**src/rtl/pll_drp_pkg.sv**
```systemverilog
/*
 * PLL DRP definitions: address map of the six output dividers,
 * divider register layouts and model timing constants
 */
`default_nettype none

package pll_drp_pkg;

	typedef logic [6:0]  drp_addr_t;	// DRP register address
	typedef logic [15:0] drp_data_t;	// DRP data word

	// first divider register of clkout0..clkout5
	localparam drp_addr_t [5:0] CLKOUT_REG1_ADDR = {
		7'h12, 7'h10, 7'h0E, 7'h0C, 7'h0A, 7'h08
	};

	// second register sits right after the first one
	localparam drp_addr_t [5:0] CLKOUT_REG2_ADDR = {
		7'h13, 7'h11, 7'h0F, 7'h0D, 7'h0B, 7'h09
	};

	// divider register 1, counter high/low times
	typedef struct packed {
		logic [2:0] phase_mux;	// coarse phase select, kept on divide change
		logic       reserved;
		logic [5:0] high_time;	// vco cycles high
		logic [5:0] low_time;	// vco cycles low
	} clkout_reg1_t;

	// divider register 2, counter control
	typedef struct packed {
		logic [7:0] reserved;
		logic [1:0] mx;		// must be kept as read
		logic       edge_bit;	// EDGE, half-cycle fix for odd divide
		logic       no_count;	// bypass counter, divide by 1
		logic [3:0] delay_time;	// fine phase delay in vco cycles
	} clkout_reg2_t;

	// one DRP word seen as raw data or as either divider register
	typedef union packed {
		drp_data_t    raw;
		clkout_reg1_t reg1;
		clkout_reg2_t reg2;
	} clkout_word_u;

	localparam int unsigned DRP_READY_LATENCY = 3;	// den to drdy in cycles
	localparam int unsigned LOCK_CYCLES       = 16;	// pll_rst fall to locked

endpackage

`default_nettype wire

```
**src/rtl/reconfig_pkg.sv**
```systemverilog
/*
 * Host command channel: opcodes, command and response words
 * and the credit depth of the command buffer
 */
`default_nettype none

package reconfig_pkg;

	typedef enum logic [1:0] {
		READ    = 2'd0,	// read one DRP register
		WRITE   = 2'd1,	// write one DRP register
		SET_DIV = 2'd2	// change divide of one output clock
	} cmd_op_e;

	// command from the host
	typedef struct packed {
		cmd_op_e                op;
		pll_drp_pkg::drp_addr_t addr;		// READ/WRITE only
		pll_drp_pkg::drp_data_t data;		// WRITE only
		logic [2:0]             out_sel;	// SET_DIV output, 0 to 5
		logic [6:0]             divide;		// SET_DIV value, 1 to 64
	} reconfig_cmd_t;

	// response, one per command
	typedef struct packed {
		cmd_op_e                op;
		pll_drp_pkg::drp_data_t data;	// read data, write echo or new reg1
	} reconfig_rsp_t;

	// buffer depth and the host's starting credit count
	localparam int unsigned CMD_CREDITS = 4;

endpackage

`default_nettype wire

```
**src/rtl/cmd_fifo.sv**
```systemverilog
/*
 * Command buffer for the credit channel, one credit back per freed entry
 */
`timescale 1ns/1ps
`default_nettype none

module cmd_fifo (
	input  logic                        drp_clk,
	input  logic                        rst_n,
	input  logic                        cmd_valid,
	input  reconfig_pkg::reconfig_cmd_t cmd,
	output logic                        fifo_valid,
	output reconfig_pkg::reconfig_cmd_t fifo_cmd,
	input  logic                        fifo_pop,
	output logic                        cmd_credit
);
	import reconfig_pkg::*;

	localparam int unsigned PTR_W = $clog2(CMD_CREDITS);
	localparam int unsigned CNT_W = $clog2(CMD_CREDITS + 1);

	reconfig_cmd_t mem [CMD_CREDITS];	// entry storage
	logic [PTR_W-1:0] wr_ptr;
	logic [PTR_W-1:0] rd_ptr;
	logic [CNT_W-1:0] count;		// entries held
	logic             pop;

	assign fifo_valid = (count != '0);
	assign fifo_cmd   = mem[rd_ptr];	// head is always on the output
	assign pop        = fifo_pop & fifo_valid;

	// payload, host never writes without a credit
	always_ff @(posedge drp_clk) begin
		if (cmd_valid)
			mem[wr_ptr] <= cmd;
	end

	always_ff @(posedge drp_clk or negedge rst_n) begin
		if (!rst_n) begin
			wr_ptr     <= '0;
			rd_ptr     <= '0;
			count      <= '0;
			cmd_credit <= 1'b0;
		end else begin
			cmd_credit <= pop;	// credit in the cycle after the pop
			if (cmd_valid)
				wr_ptr <= (wr_ptr == PTR_W'(CMD_CREDITS - 1)) ? '0 : wr_ptr + 1'b1;
			if (pop)
				rd_ptr <= (rd_ptr == PTR_W'(CMD_CREDITS - 1)) ? '0 : rd_ptr + 1'b1;
			case ({cmd_valid, pop})
				2'b10:   count <= count + 1'b1;
				2'b01:   count <= count - 1'b1;
				default: count <= count;	// idle or push with pop
			endcase
		end
	end

endmodule

`default_nettype wire

```
**src/rtl/pll_reconfig_seq.sv**
```systemverilog
/*
 * Command sequencer: single DRP access for READ/WRITE, and for SET_DIV
 * a read-modify-write of both divider registers under PLL reset
 */
`timescale 1ns/1ps
`default_nettype none

module pll_reconfig_seq (
	input  logic                        drp_clk,
	input  logic                        rst_n,
	input  logic                        fifo_valid,
	input  reconfig_pkg::reconfig_cmd_t fifo_cmd,
	output logic                        fifo_pop,
	output logic                        go,
	output logic                        write,
	output pll_drp_pkg::drp_addr_t      addr,
	output pll_drp_pkg::drp_data_t      wdata,
	input  logic                        done,
	input  pll_drp_pkg::drp_data_t      rdata,
	output logic                        pll_rst,
	output logic                        rsp_valid,
	output reconfig_pkg::reconfig_rsp_t rsp
);
	import pll_drp_pkg::*;
	import reconfig_pkg::*;

	typedef enum logic [1:0] {
		S_IDLE,		// wait for a command
		S_ISSUE,	// raise go, go was low for this cycle
		S_WAIT		// hold go until done rises
	} seq_state_e;

	seq_state_e    state;
	logic [1:0]    step;		// SET_DIV: rd reg1, wr reg1, rd reg2, wr reg2
	logic          done_q;
	logic          done_rise;
	logic          last_acc;
	reconfig_cmd_t cmd_q;		// command in progress
	clkout_word_u  reg1_q;		// merged reg1, written back in step 1
	clkout_word_u  reg2_q;		// merged reg2, written back in step 3
	clkout_word_u  reg1_new;
	clkout_word_u  reg2_new;
	logic [5:0]    div_low;
	logic [5:0]    div_high;
	drp_data_t     rsp_data;

	assign fifo_pop  = (state == S_IDLE) & fifo_valid;	// take head when idle
	assign done_rise = done & ~done_q;	// done stays high from the last access
	assign last_acc  = (cmd_q.op != SET_DIV) || (step == 2'd3);

	// divide rule
	assign div_low  = cmd_q.divide[6:1];				// divide / 2, rounded down
	assign div_high = 6'(cmd_q.divide - {1'b0, div_low});	// remainder goes high

	// merge new counter fields into the words just read
	always_comb begin
		reg1_new                = rdata;
		reg1_new.reg1.high_time = div_high;
		reg1_new.reg1.low_time  = div_low;
		reg2_new                = rdata;
		reg2_new.reg2.edge_bit  = cmd_q.divide[0];		// odd divide
		reg2_new.reg2.no_count  = (cmd_q.divide == 7'd1);	// bypass for /1
	end

	// access decode, stable while go is held
	always_comb begin
		write = 1'b0;
		addr  = cmd_q.addr;
		wdata = cmd_q.data;
		case (cmd_q.op)
			WRITE:   write = 1'b1;
			SET_DIV: begin
				write = step[0];	// odd steps write back
				addr  = step[1] ? CLKOUT_REG2_ADDR[cmd_q.out_sel]
				                : CLKOUT_REG1_ADDR[cmd_q.out_sel];
				wdata = step[1] ? reg2_q.raw : reg1_q.raw;
			end
			default: write = 1'b0;	// READ
		endcase
	end

	always_comb begin
		case (cmd_q.op)
			READ:    rsp_data = rdata;
			WRITE:   rsp_data = cmd_q.data;	// echo
			default: rsp_data = reg1_q.raw;	// SET_DIV reports new reg1
		endcase
	end

	// control
	always_ff @(posedge drp_clk or negedge rst_n) begin
		if (!rst_n) begin
			state     <= S_IDLE;
			step      <= 2'd0;
			go        <= 1'b0;
			pll_rst   <= 1'b0;
			rsp_valid <= 1'b0;
			done_q    <= 1'b0;
		end else begin
			done_q    <= done;
			rsp_valid <= 1'b0;
			case (state)
				S_IDLE: if (fifo_valid) begin
					step    <= 2'd0;
					pll_rst <= (fifo_cmd.op == SET_DIV);	// reset before first access
					state   <= S_ISSUE;
				end
				S_ISSUE: begin
					go    <= 1'b1;
					state <= S_WAIT;
				end
				S_WAIT: if (done_rise) begin
					go <= 1'b0;
					if (last_acc) begin
						pll_rst   <= 1'b0;	// released together with the response
						rsp_valid <= 1'b1;
						state     <= S_IDLE;
					end else begin
						step  <= step + 1'b1;
						state <= S_ISSUE;
					end
				end
				default: state <= S_IDLE;
			endcase
		end
	end

	// payload
	always_ff @(posedge drp_clk) begin
		if (fifo_pop)
			cmd_q <= fifo_cmd;
		if (state == S_WAIT && done_rise) begin
			if (cmd_q.op == SET_DIV && step == 2'd0)
				reg1_q <= reg1_new;
			if (cmd_q.op == SET_DIV && step == 2'd2)
				reg2_q <= reg2_new;
			rsp.op   <= cmd_q.op;
			rsp.data <= rsp_data;	// only taken with rsp_valid
		end
	end

endmodule

`default_nettype wire

```
**src/rtl/pll_drp_port.sv**
```systemverilog
/*
 * DRP handshake: go edge to one-cycle den, done and read data on drdy
 */
`timescale 1ns/1ps
`default_nettype none

module pll_drp_port (
	input  logic                   drp_clk,
	input  logic                   rst_n,
	input  logic                   go,
	input  logic                   write,
	input  pll_drp_pkg::drp_addr_t addr,
	input  pll_drp_pkg::drp_data_t wdata,
	output logic                   done,
	output pll_drp_pkg::drp_data_t rdata,
	output logic                   den,
	output logic                   dwe,
	output pll_drp_pkg::drp_addr_t daddr,
	output pll_drp_pkg::drp_data_t di,
	input  logic                   drdy,
	input  pll_drp_pkg::drp_data_t dout
);

	logic go_q;	// go one cycle late

	// held by the sequencer for the whole access
	assign dwe   = write;
	assign daddr = addr;
	assign di    = wdata;

	always_ff @(posedge drp_clk or negedge rst_n) begin
		if (!rst_n) begin
			go_q <= 1'b0;
			den  <= 1'b0;
			done <= 1'b0;
		end else begin
			go_q <= go;
			den  <= go & ~go_q;	// rising edge of go
			if (drdy)
				done <= 1'b1;
			else if (den)
				done <= 1'b0;	// new access started
		end
	end

	always_ff @(posedge drp_clk) begin
		if (drdy)
			rdata <= dout;
	end

endmodule

`default_nettype wire

```
**src/rtl/pll_drp_regs.sv**
```systemverilog
/*
 * PLL DRP register space model with fixed ready latency and lock timing
 */
`timescale 1ns/1ps
`default_nettype none

module pll_drp_regs (
	input  logic                   drp_clk,
	input  logic                   rst_n,
	input  logic                   den,
	input  logic                   dwe,
	input  pll_drp_pkg::drp_addr_t daddr,
	input  pll_drp_pkg::drp_data_t di,
	output logic                   drdy,
	output pll_drp_pkg::drp_data_t dout,
	input  logic                   pll_rst,
	output logic                   locked
);
	import pll_drp_pkg::*;

	localparam int unsigned DLY_W  = $clog2(DRP_READY_LATENCY + 1);
	localparam int unsigned LOCK_W = $clog2(LOCK_CYCLES + 1);

	drp_data_t         mem [128];	// full 7-bit address space
	logic [DLY_W-1:0]  dly_cnt;		// cycles left until drdy
	logic [LOCK_W-1:0] lock_cnt;	// cycles since pll_rst fell

	assign drdy   = (dly_cnt == DLY_W'(1));
	assign locked = ~pll_rst & (lock_cnt == LOCK_W'(LOCK_CYCLES));	// drops with pll_rst

	// access happens at den, dout holds until the next one
	always_ff @(posedge drp_clk or negedge rst_n) begin
		if (!rst_n) begin
			for (int i = 0; i < 128; i++)
				mem[i] <= '0;
			dout <= '0;
		end else if (den) begin
			if (dwe)
				mem[daddr] <= di;
			dout <= mem[daddr];	// old value on a write
		end
	end

	always_ff @(posedge drp_clk or negedge rst_n) begin
		if (!rst_n) begin
			dly_cnt  <= '0;
			lock_cnt <= '0;	// lock count starts at reset release
		end else begin
			if (den)
				dly_cnt <= DLY_W'(DRP_READY_LATENCY);
			else if (dly_cnt != '0)
				dly_cnt <= dly_cnt - 1'b1;
			if (pll_rst)
				lock_cnt <= '0;
			else if (lock_cnt != LOCK_W'(LOCK_CYCLES))
				lock_cnt <= lock_cnt + 1'b1;	// saturates when locked
		end
	end

endmodule

`default_nettype wire

```
**src/rtl/pll_reconfig_top.sv**
```systemverilog
/*
 * PLL reconfiguration subsystem: command buffer, sequencer, DRP port
 * and DRP register model
 */
`timescale 1ns/1ps
`default_nettype none

module pll_reconfig_top (
	input  logic                        drp_clk,
	input  logic                        rst_n,
	input  logic                        cmd_valid,
	input  reconfig_pkg::reconfig_cmd_t cmd,
	output logic                        cmd_credit,
	output logic                        rsp_valid,
	output reconfig_pkg::reconfig_rsp_t rsp,
	output logic                        locked
);
	import pll_drp_pkg::*;
	import reconfig_pkg::*;

	logic          fifo_valid;
	reconfig_cmd_t fifo_cmd;
	logic          fifo_pop;
	logic          go;		// sequencer access request
	logic          write;
	drp_addr_t     addr;
	drp_data_t     wdata;
	logic          done;
	drp_data_t     rdata;
	logic          pll_rst;
	logic          den;		// DRP bus
	logic          dwe;
	drp_addr_t     daddr;
	drp_data_t     di;
	logic          drdy;
	drp_data_t     dout;

	cmd_fifo i_cmd_fifo (
		.drp_clk, .rst_n, .cmd_valid, .cmd,
		.fifo_valid, .fifo_cmd, .fifo_pop, .cmd_credit
	);

	pll_reconfig_seq i_pll_reconfig_seq (
		.drp_clk, .rst_n, .fifo_valid, .fifo_cmd, .fifo_pop,
		.go, .write, .addr, .wdata, .done, .rdata,
		.pll_rst, .rsp_valid, .rsp
	);

	pll_drp_port i_pll_drp_port (
		.drp_clk, .rst_n, .go, .write, .addr, .wdata, .done, .rdata,
		.den, .dwe, .daddr, .di, .drdy, .dout
	);

	// stands in for the vendor PLL primitive
	pll_drp_regs i_pll_drp_regs (
		.drp_clk, .rst_n, .den, .dwe, .daddr, .di,
		.drdy, .dout, .pll_rst, .locked
	);

endmodule

`default_nettype wire

```
**config.mk**
```make
export PLATFORM = sky130hd
export DESIGN_NAME = pll_reconfig_top
export DESIGN_NICKNAME = d
export VERILOG_FILES = /design/src/rtl/pll_drp_pkg.sv /design/src/rtl/reconfig_pkg.sv /design/src/rtl/cmd_fifo.sv /design/src/rtl/pll_reconfig_seq.sv /design/src/rtl/pll_drp_port.sv /design/src/rtl/pll_drp_regs.sv /design/src/rtl/pll_reconfig_top.sv
export SDC_FILE = /design/constraint.sdc
export NUM_CORES = 2
export LEC_CHECK = 0
export ABC_AREA = 1
export BUFFER_PORTS_ARGS = -buffer_cell sky130_fd_sc_hd__buf_2
export CAP_MARGIN = 5
export CORE_AREA = 2 2 426 428
export CTS_BUF_LIST = sky130_fd_sc_hd__clkbuf_2
export DETAILED_ROUTE_END_ITERATION = 7
export DIE_AREA = 0 0 428 430
export PLACE_DENSITY = 0.77
export SLEW_MARGIN = 20
export SYNTH_ARGS = -nofsm -noshare
export SYNTH_HDL_FRONTEND = slang
export SYNTH_SLANG_ARGS = --single-unit
```
**constraint.sdc**
```tcl
create_clock -name drp_clk -period 3 [get_ports drp_clk]
set_input_delay 0.6 -clock drp_clk [delete_from_list [all_inputs] [get_ports drp_clk]]
set_output_delay 0.6 -clock drp_clk [all_outputs]
set_load 0.05 [all_outputs]
```
* After elaboration in Yosys (flattened, before gate mapping)
Memory sizes are Yosys's and may differ from the RTL's. A register that Yosys moved wholly into a read port is not among the register bits.
Index checks and enable logic that the tools add are counted.
** Storage, ports and cells
- Bits in registers :: 2191
- Bits in latches :: 0
- RAM bits :: 140
- ROM bits :: 112
- Output and inout bits :: 21
- Memories kept :: 3
** Memory list
- i_cmd_fifo.mem :: depth 4, bits a word 35, rd ports 1, clocked after Yosys merged registers in 0, wr ports 1, RTL line cmd_fifo.sv:22 : reconfig_cmd_t mem [CMD_CREDITS];
- (no name shown) :: depth 8, bits a word 7, rd ports 1, clocked after Yosys merged registers in 1, wr ports 0, RTL line pll_reconfig_seq.sv:74 : addr = step[1] ? CLKOUT_REG2_ADDR[cmd_q.out_sel]
- (no name shown) :: depth 8, bits a word 7, rd ports 1, clocked after Yosys merged registers in 1, wr ports 0, RTL line pll_reconfig_seq.sv:75 : : CLKOUT_REG1_ADDR[cmd_q.out_sel];
** Operators by class
- Add/sub/neg operators :: 8
- Multiply operators :: 0
- Div/mod/pow operators :: 0
- Order comparisons :: 3
- Eq/ne operators :: 20
- Shifts and indexed selects :: 0
- Multiplexer cells :: 44
- Bitwise operators :: 9
- Reduce and logical (&&, ||, !) cells :: 23
** Operators by type and width (number)
- 2048-bit bitwise mux :: 1
- 16-bit binary-select mux with 7-bit select :: 1
- 16-bit demux with 7-bit select :: 1
- 16-bit two-way mux :: 5
- 16-bit one-hot mux with 2 select lines :: 1
- 7-bit two-way mux :: 4
- 2-bit two-way mux :: 9
- 2-bit equality test (second input constant) :: 8
- 2-bit nonzero test :: 7
- 1-bit two-way mux :: 12
- 5-bit two-way mux :: 2
- 2-bit AND reduction :: 5
- 2-bit by 1-bit equality test with 1-bit output (second input constant) :: 4
- 8-bit greater-or-equal comparator (second input constant) :: 1
- 8-bit by 1-bit < comparator with 1-bit output (second input constant) :: 1
- 7-bit NOT with 8-bit output :: 1
- 4-bit AND reduction :: 2
- 7-bit by 1-bit equality test with 1-bit output (second input constant) :: 1
- 2-bit by 1-bit adder with 2-bit output (second input constant) :: 3
- 2-bit logical NOT :: 3
- 3-bit two-way mux :: 2
- 2-bit inequality test (second input constant) :: 3
- 1-bit one-hot mux with 2 select lines :: 3
- 2-bit one-hot mux with 3 select lines :: 1
- 16 further kinds :: 26

* Logic depth before layout (Yosys ltp)
- Depth after elaboration :: 10
- Depth in mapped cells :: 21
- Mapped depth without buffers :: 18

* Modules after synthesis
Synthesis repeated with hierarchy kept, for this count alone.
** Unflattened totals
- Cell total of the unflattened synthesis :: 13685
- Area total of the unflattened synthesis :: 108710.5 µm²
** By module, submodules not included
- pll_drp_regs :: instances 1, cells an instance 12837, area an instance 97801.3 µm², seq. area each 51824.7 µm²
- cmd_fifo :: instances 1, cells an instance 465, area an instance 6020.8 µm², seq. area each 4404.2 µm²
- pll_reconfig_seq :: instances 1, cells an instance 334, area an instance 4127.7 µm², seq. area each 2832.7 µm²
- pll_drp_port :: instances 1, cells an instance 49, area an instance 760.7 µm², seq. area each 555.5 µm²

* Worst setup path after synthesis
No wires, ideal clock.
- Kind :: reg2reg
- Start :: register i_cmd_fifo.count[0]
- End :: register (tool-made name)
- Library setup time :: 0.058 ns
- Arrival time :: 2.530 ns
- Required time :: 2.942 ns
- Setup slack :: 0.413 ns
- Cell stages (with the launch flop) :: 6
- Path buffers :: 0
- Clock period less this slack :: 2.587 ns
- Cells stage by stage :: dfrtp_1 > o31ai_1 > clkinv_1 > o21ai_0 > nand2_1 > inv_1
** RTL lines
- from (decl) :: RTL line cmd_fifo.sv:25 : logic [CNT_W-1:0] count;
- from (signal assigned) :: RTL line cmd_fifo.sv:51 : 2'b10: count <= count + 1'b1;
- from (signal assigned) :: RTL line cmd_fifo.sv:52 : 2'b01: count <= count - 1'b1;
- from (signal assigned) :: RTL line cmd_fifo.sv:53 : default: count <= count;

* Worst setup path in the final report
- Start :: register i_pll_drp_regs.lock_cnt[1]
- End :: output locked
** Between the ends
- Longest elaborated chain between the ends :: 2
** Ends and longest elaborated chain
- from (decl) :: RTL line pll_drp_regs.sv:26 : logic [LOCK_W-1:0] lock_cnt;
- from (signal assigned) :: RTL line pll_drp_regs.sv:56 : lock_cnt <= lock_cnt + 1'b1;
- 5-bit equality test :: RTL line pll_drp_regs.sv:29 : assign locked = ~pll_rst & (lock_cnt == LOCK_W'(LOCK_CYCLES));
- 1-bit AND :: RTL line pll_drp_regs.sv:29
- to (decl) :: RTL line pll_reconfig_top.sv:16 : output logic locked
Every way passes these cells.

==> impl_metrics.toml <==
[critical_path]
critPathLaunch = "i_pll_drp_regs.lock_cnt[1]"
r2r-end = "i_pll_drp_regs.dout[3]"
path_max_fanout = 2
crit_path_end = "locked"
arrival_ps = 3110
worst_setup_path_start_kind = "flip-flop"
rr_startpoint = "i_pll_reconfig_seq.cmd_q[33]"
crit_required_ps = 2400
r2r_cells = 20
worst-r2r-setup-slack_ps = -210
end_kind = "output pin"
critPathKind = "flip-flop to output pin"

[clock_tree]
h-tree-depth = 6
clockBufferDepth = 4
cts_tree = "done"
clkTransAtPathRegs_ps = 130
clkLatencyLatePin_ps = 1930
root_buffer = "clkbuf_2"
clock-sinks = 2335
numCtsBuffers = 613

[drt]
first_iter_violations = 12600
via_count = 100000
drt_wl_total_mm = 379
wl_per_cell_um = 22.1
viasPerCell = 5.85
drt_first_pass_iters = 7
antenna_left = 0
drc = 0

[floorplanning]
io_pins = 59
core_area_mm2 = 0.180
die_h_um = 430
die_x_um = 428
die_area_mm2 = 0.184
floorplan.initialDensity_pct = 59.6
rows = 156

[global_routing]
track_usage_pct = 39.7
grt_max_degree = 114
grt_pass1_vias = 95500
overflow = 0
antenna_found_initial = 13
grt_pass1_wl_mm = 562

[cells_and_area]
final_core_util_pct = 71.9
design_area_mm2 = 0.129
drive_above_1_share_pct = 17.0
area_growth_pct = 20.8
layout.nets = 14400

[power]
power.density_mw_per_mm2 = 1080
peakVddDrop_mv = 1.06
finalPower_mw = 139
seq_power_share_pct = 26.9
p_leak_nw = 62.0
internal-power_mw = 72.2
swShare_pct = 48.1
p_clk_share_pct = 15.8
switchingPower_mw = 67.0
comb_power_share_pct = 57.2

[sta]
setup_slack_ps = -708
worst_slew_pin_slew_ps = 1310
rsz0062_at_grt = "true"
fin_crit_ps = 3710
final-max-slew-violation-count = 0
hold_violations = 0
slew_headroom_pct = 12.6
min_period_over_period_pct = 124
finClkSkew_ps = 140
fmax_mhz = 270
setup_viol = 41

[placement]
io_buffers = 58
place.gp.congestion = 0.976
place_area_mm2 = 0.116
dpl.hpwl_mm = 226

[worst_hold_path]
hp-class = "primary input to flip-flop"

[outcome]
status = "finished, violations left"
violations = "negative setup slack"

[yosys]
ys_ff_latch = 2335
syn_area_per_cell_um2 = 7.92
ys_types = 40
syn-num-nets = 13600
syn-cell-area_mm2 = 0.107
synth_seq_area_share_pct = 55.7
yosysWarnings = 0
synthCells = 13500

[job]
cap_violations = 0
-- power by group through the flow --
stage               logic, mW  registers [mW]  clock network, mW
floorplan                30.4            37.2                  0
global placement         61.1            37.8                  0
detailed placement       61.9            37.9                  0
CTS                      69.5            37.3               22.1
global route             82.7            37.7               23.9
finish                   79.7            37.5               22.0
-- what timing repair did --
item | 4_1_cts | 5_1_grt
hold endpoints to repair | 2375 | 0
endpoints found under the setup margin | 957 | 496
pin swaps | 73 | 240
gates cloned | 31 | 55
setup buffers | 104 | 119
resized for setup | 403 | 506
hold buffers | 111 | 0
-- stage by stage --
step / setup slack [ps] / std cells / setup TNS [ps] / hold slack [ps]
after floorplan: 413 / 13500 / 0 / 304
after global placement: -669 / 15700 / -68850 / 360
after detailed placement: -606 / 15700 / -55840 / 374
after CTS: -786 / 16900 / -8650 / 19.5
after global routing: -893 / 17100 / -15520 / 80.0
final: -708 / 17100 / -4280 / 154
-- worst max-delay path, cell delays in order, from the launching register on --
cell and delay [ps]:
dfrtp_1 420, inv_2 90, ha_4 120, nand4_1 90, buf_4 170, nor2_4 100
buf_8 160
-- layout by cell type (no fill, tap or decap), types with 241 or more instances in the layout --
master / instances
o21ai_1: 333
edfxtp_1: 241
buf_4: 510
nand2_1: 4927
buf_12: 325
clkbuf_2: 892
nor2_1: 617
inv_1: 965
o21ai_0: 2082
nand3_1: 454
dfrtp_1: 2089
-- cell families (layout without fill, tap and decap cells) --
family                   after synthesis  in the layout  share of synthesized area [%]
AND/OR/NAND/NOR                     6405           6405                           23.4
other                                  0             13                              0
buffers and inverters               2017           3230                           7.39
flip-flops                          2335           2335                           55.7
multiplexers                           1              1                         0.0210
adder cells (fa/ha/maj)               26             26                          0.318
AO/OA/AOI/OAI                       2723           2723                           13.1
XOR/XNOR                               8              8                         0.0654
-- synth_stat cells, drive strengths merged --
master / number / area (µm²)
inv: 980 / 3680
nand4: 32 / 200
edfxtp: 241 / 7240
fa: 2 / 40.0
clkinv: 3 / 11.3
o21bai: 2 / 15.0
or2: 10 / 62.6
clkbuf: 782 / 2940
a22oi: 18 / 135
nor3b: 1 / 7.51
xor2: 4 / 35.0
a21oi: 66 / 330
o21a: 3 / 22.5
a32oi: 1 / 8.76
o211ai: 132 / 991
nand3: 517 / 2590
nand3b: 1 / 7.51
o22ai: 33 / 206
xnor2: 4 / 35.0
mux2i: 1 / 22.5
dfrtp: 2090 / 52300
nor3: 4 / 65.1
nand2: 5077 / 19100
buf: 252 / 1290
dfxtp: 4 / 80.1
nor2: 763 / 3020
o21ai: 2466 / 12300
o31ai: 2 / 15.0
ha: 24 / 300
-- worst min-delay path by stage --
stage,start,to,depth (start not counted)
after floorplan,rst_n,i_cmd_fifo.cmd_credit,0
after global placement,i_pll_reconfig_seq.go,i_pll_drp_port.go_q,0
after detailed placement,i_pll_reconfig_seq.go,i_pll_drp_port.go_q,0
after CTS,cmd_valid,i_cmd_fifo.wr_ptr[0],4
after global routing,cmd_valid,i_cmd_fifo.wr_ptr[0],4
final,cmd_valid,i_cmd_fifo.wr_ptr[0],4
-- sequential cells by signal, indices dropped and copies added, names as in the netlist, 2 cells and up, named ones only --
name / flops
i_cmd_fifo.rd_ptr: 2
i_pll_reconfig_seq.cmd_q: 35
i_pll_drp_port.rdata: 16
i_cmd_fifo.count: 3
i_cmd_fifo.wr_ptr: 2
i_pll_reconfig_seq.state: 2
i_pll_reconfig_seq.step: 2
i_pll_reconfig_seq.reg2_q: 16
i_pll_drp_regs.mem: 2048
i_pll_drp_regs.dly_cnt: 2
i_cmd_fifo.mem: 140
i_pll_drp_regs.lock_cnt: 5
i_pll_reconfig_seq.rsp: 18
i_pll_reconfig_seq.reg1_q: 16
i_pll_drp_regs.dout: 16
-- metal layers --
layer	vias up	global-route usage, %	wire (µm)
li1	44900	-	-
met2	6321	59.8	168000
met5	-	0	67
met1	47600	51.9	141000
met4	10	25.6	26200
met3	1310	9.38	43500
-- area by class of cell --
type / count / area [µm²]
multi-input cells: 9163 / 41500
clock inverters: 122 / 709
repair buffers: 1233 / 16200
inverters: 983 / 3710
fillers: 13500 / 50500
well taps: 2370 / 2970
clock buffers: 892 / 4460
flip-flops and latches: 2335 / 59600
diodes: 13 / 32.5
(Power assumes the default switching activity.)
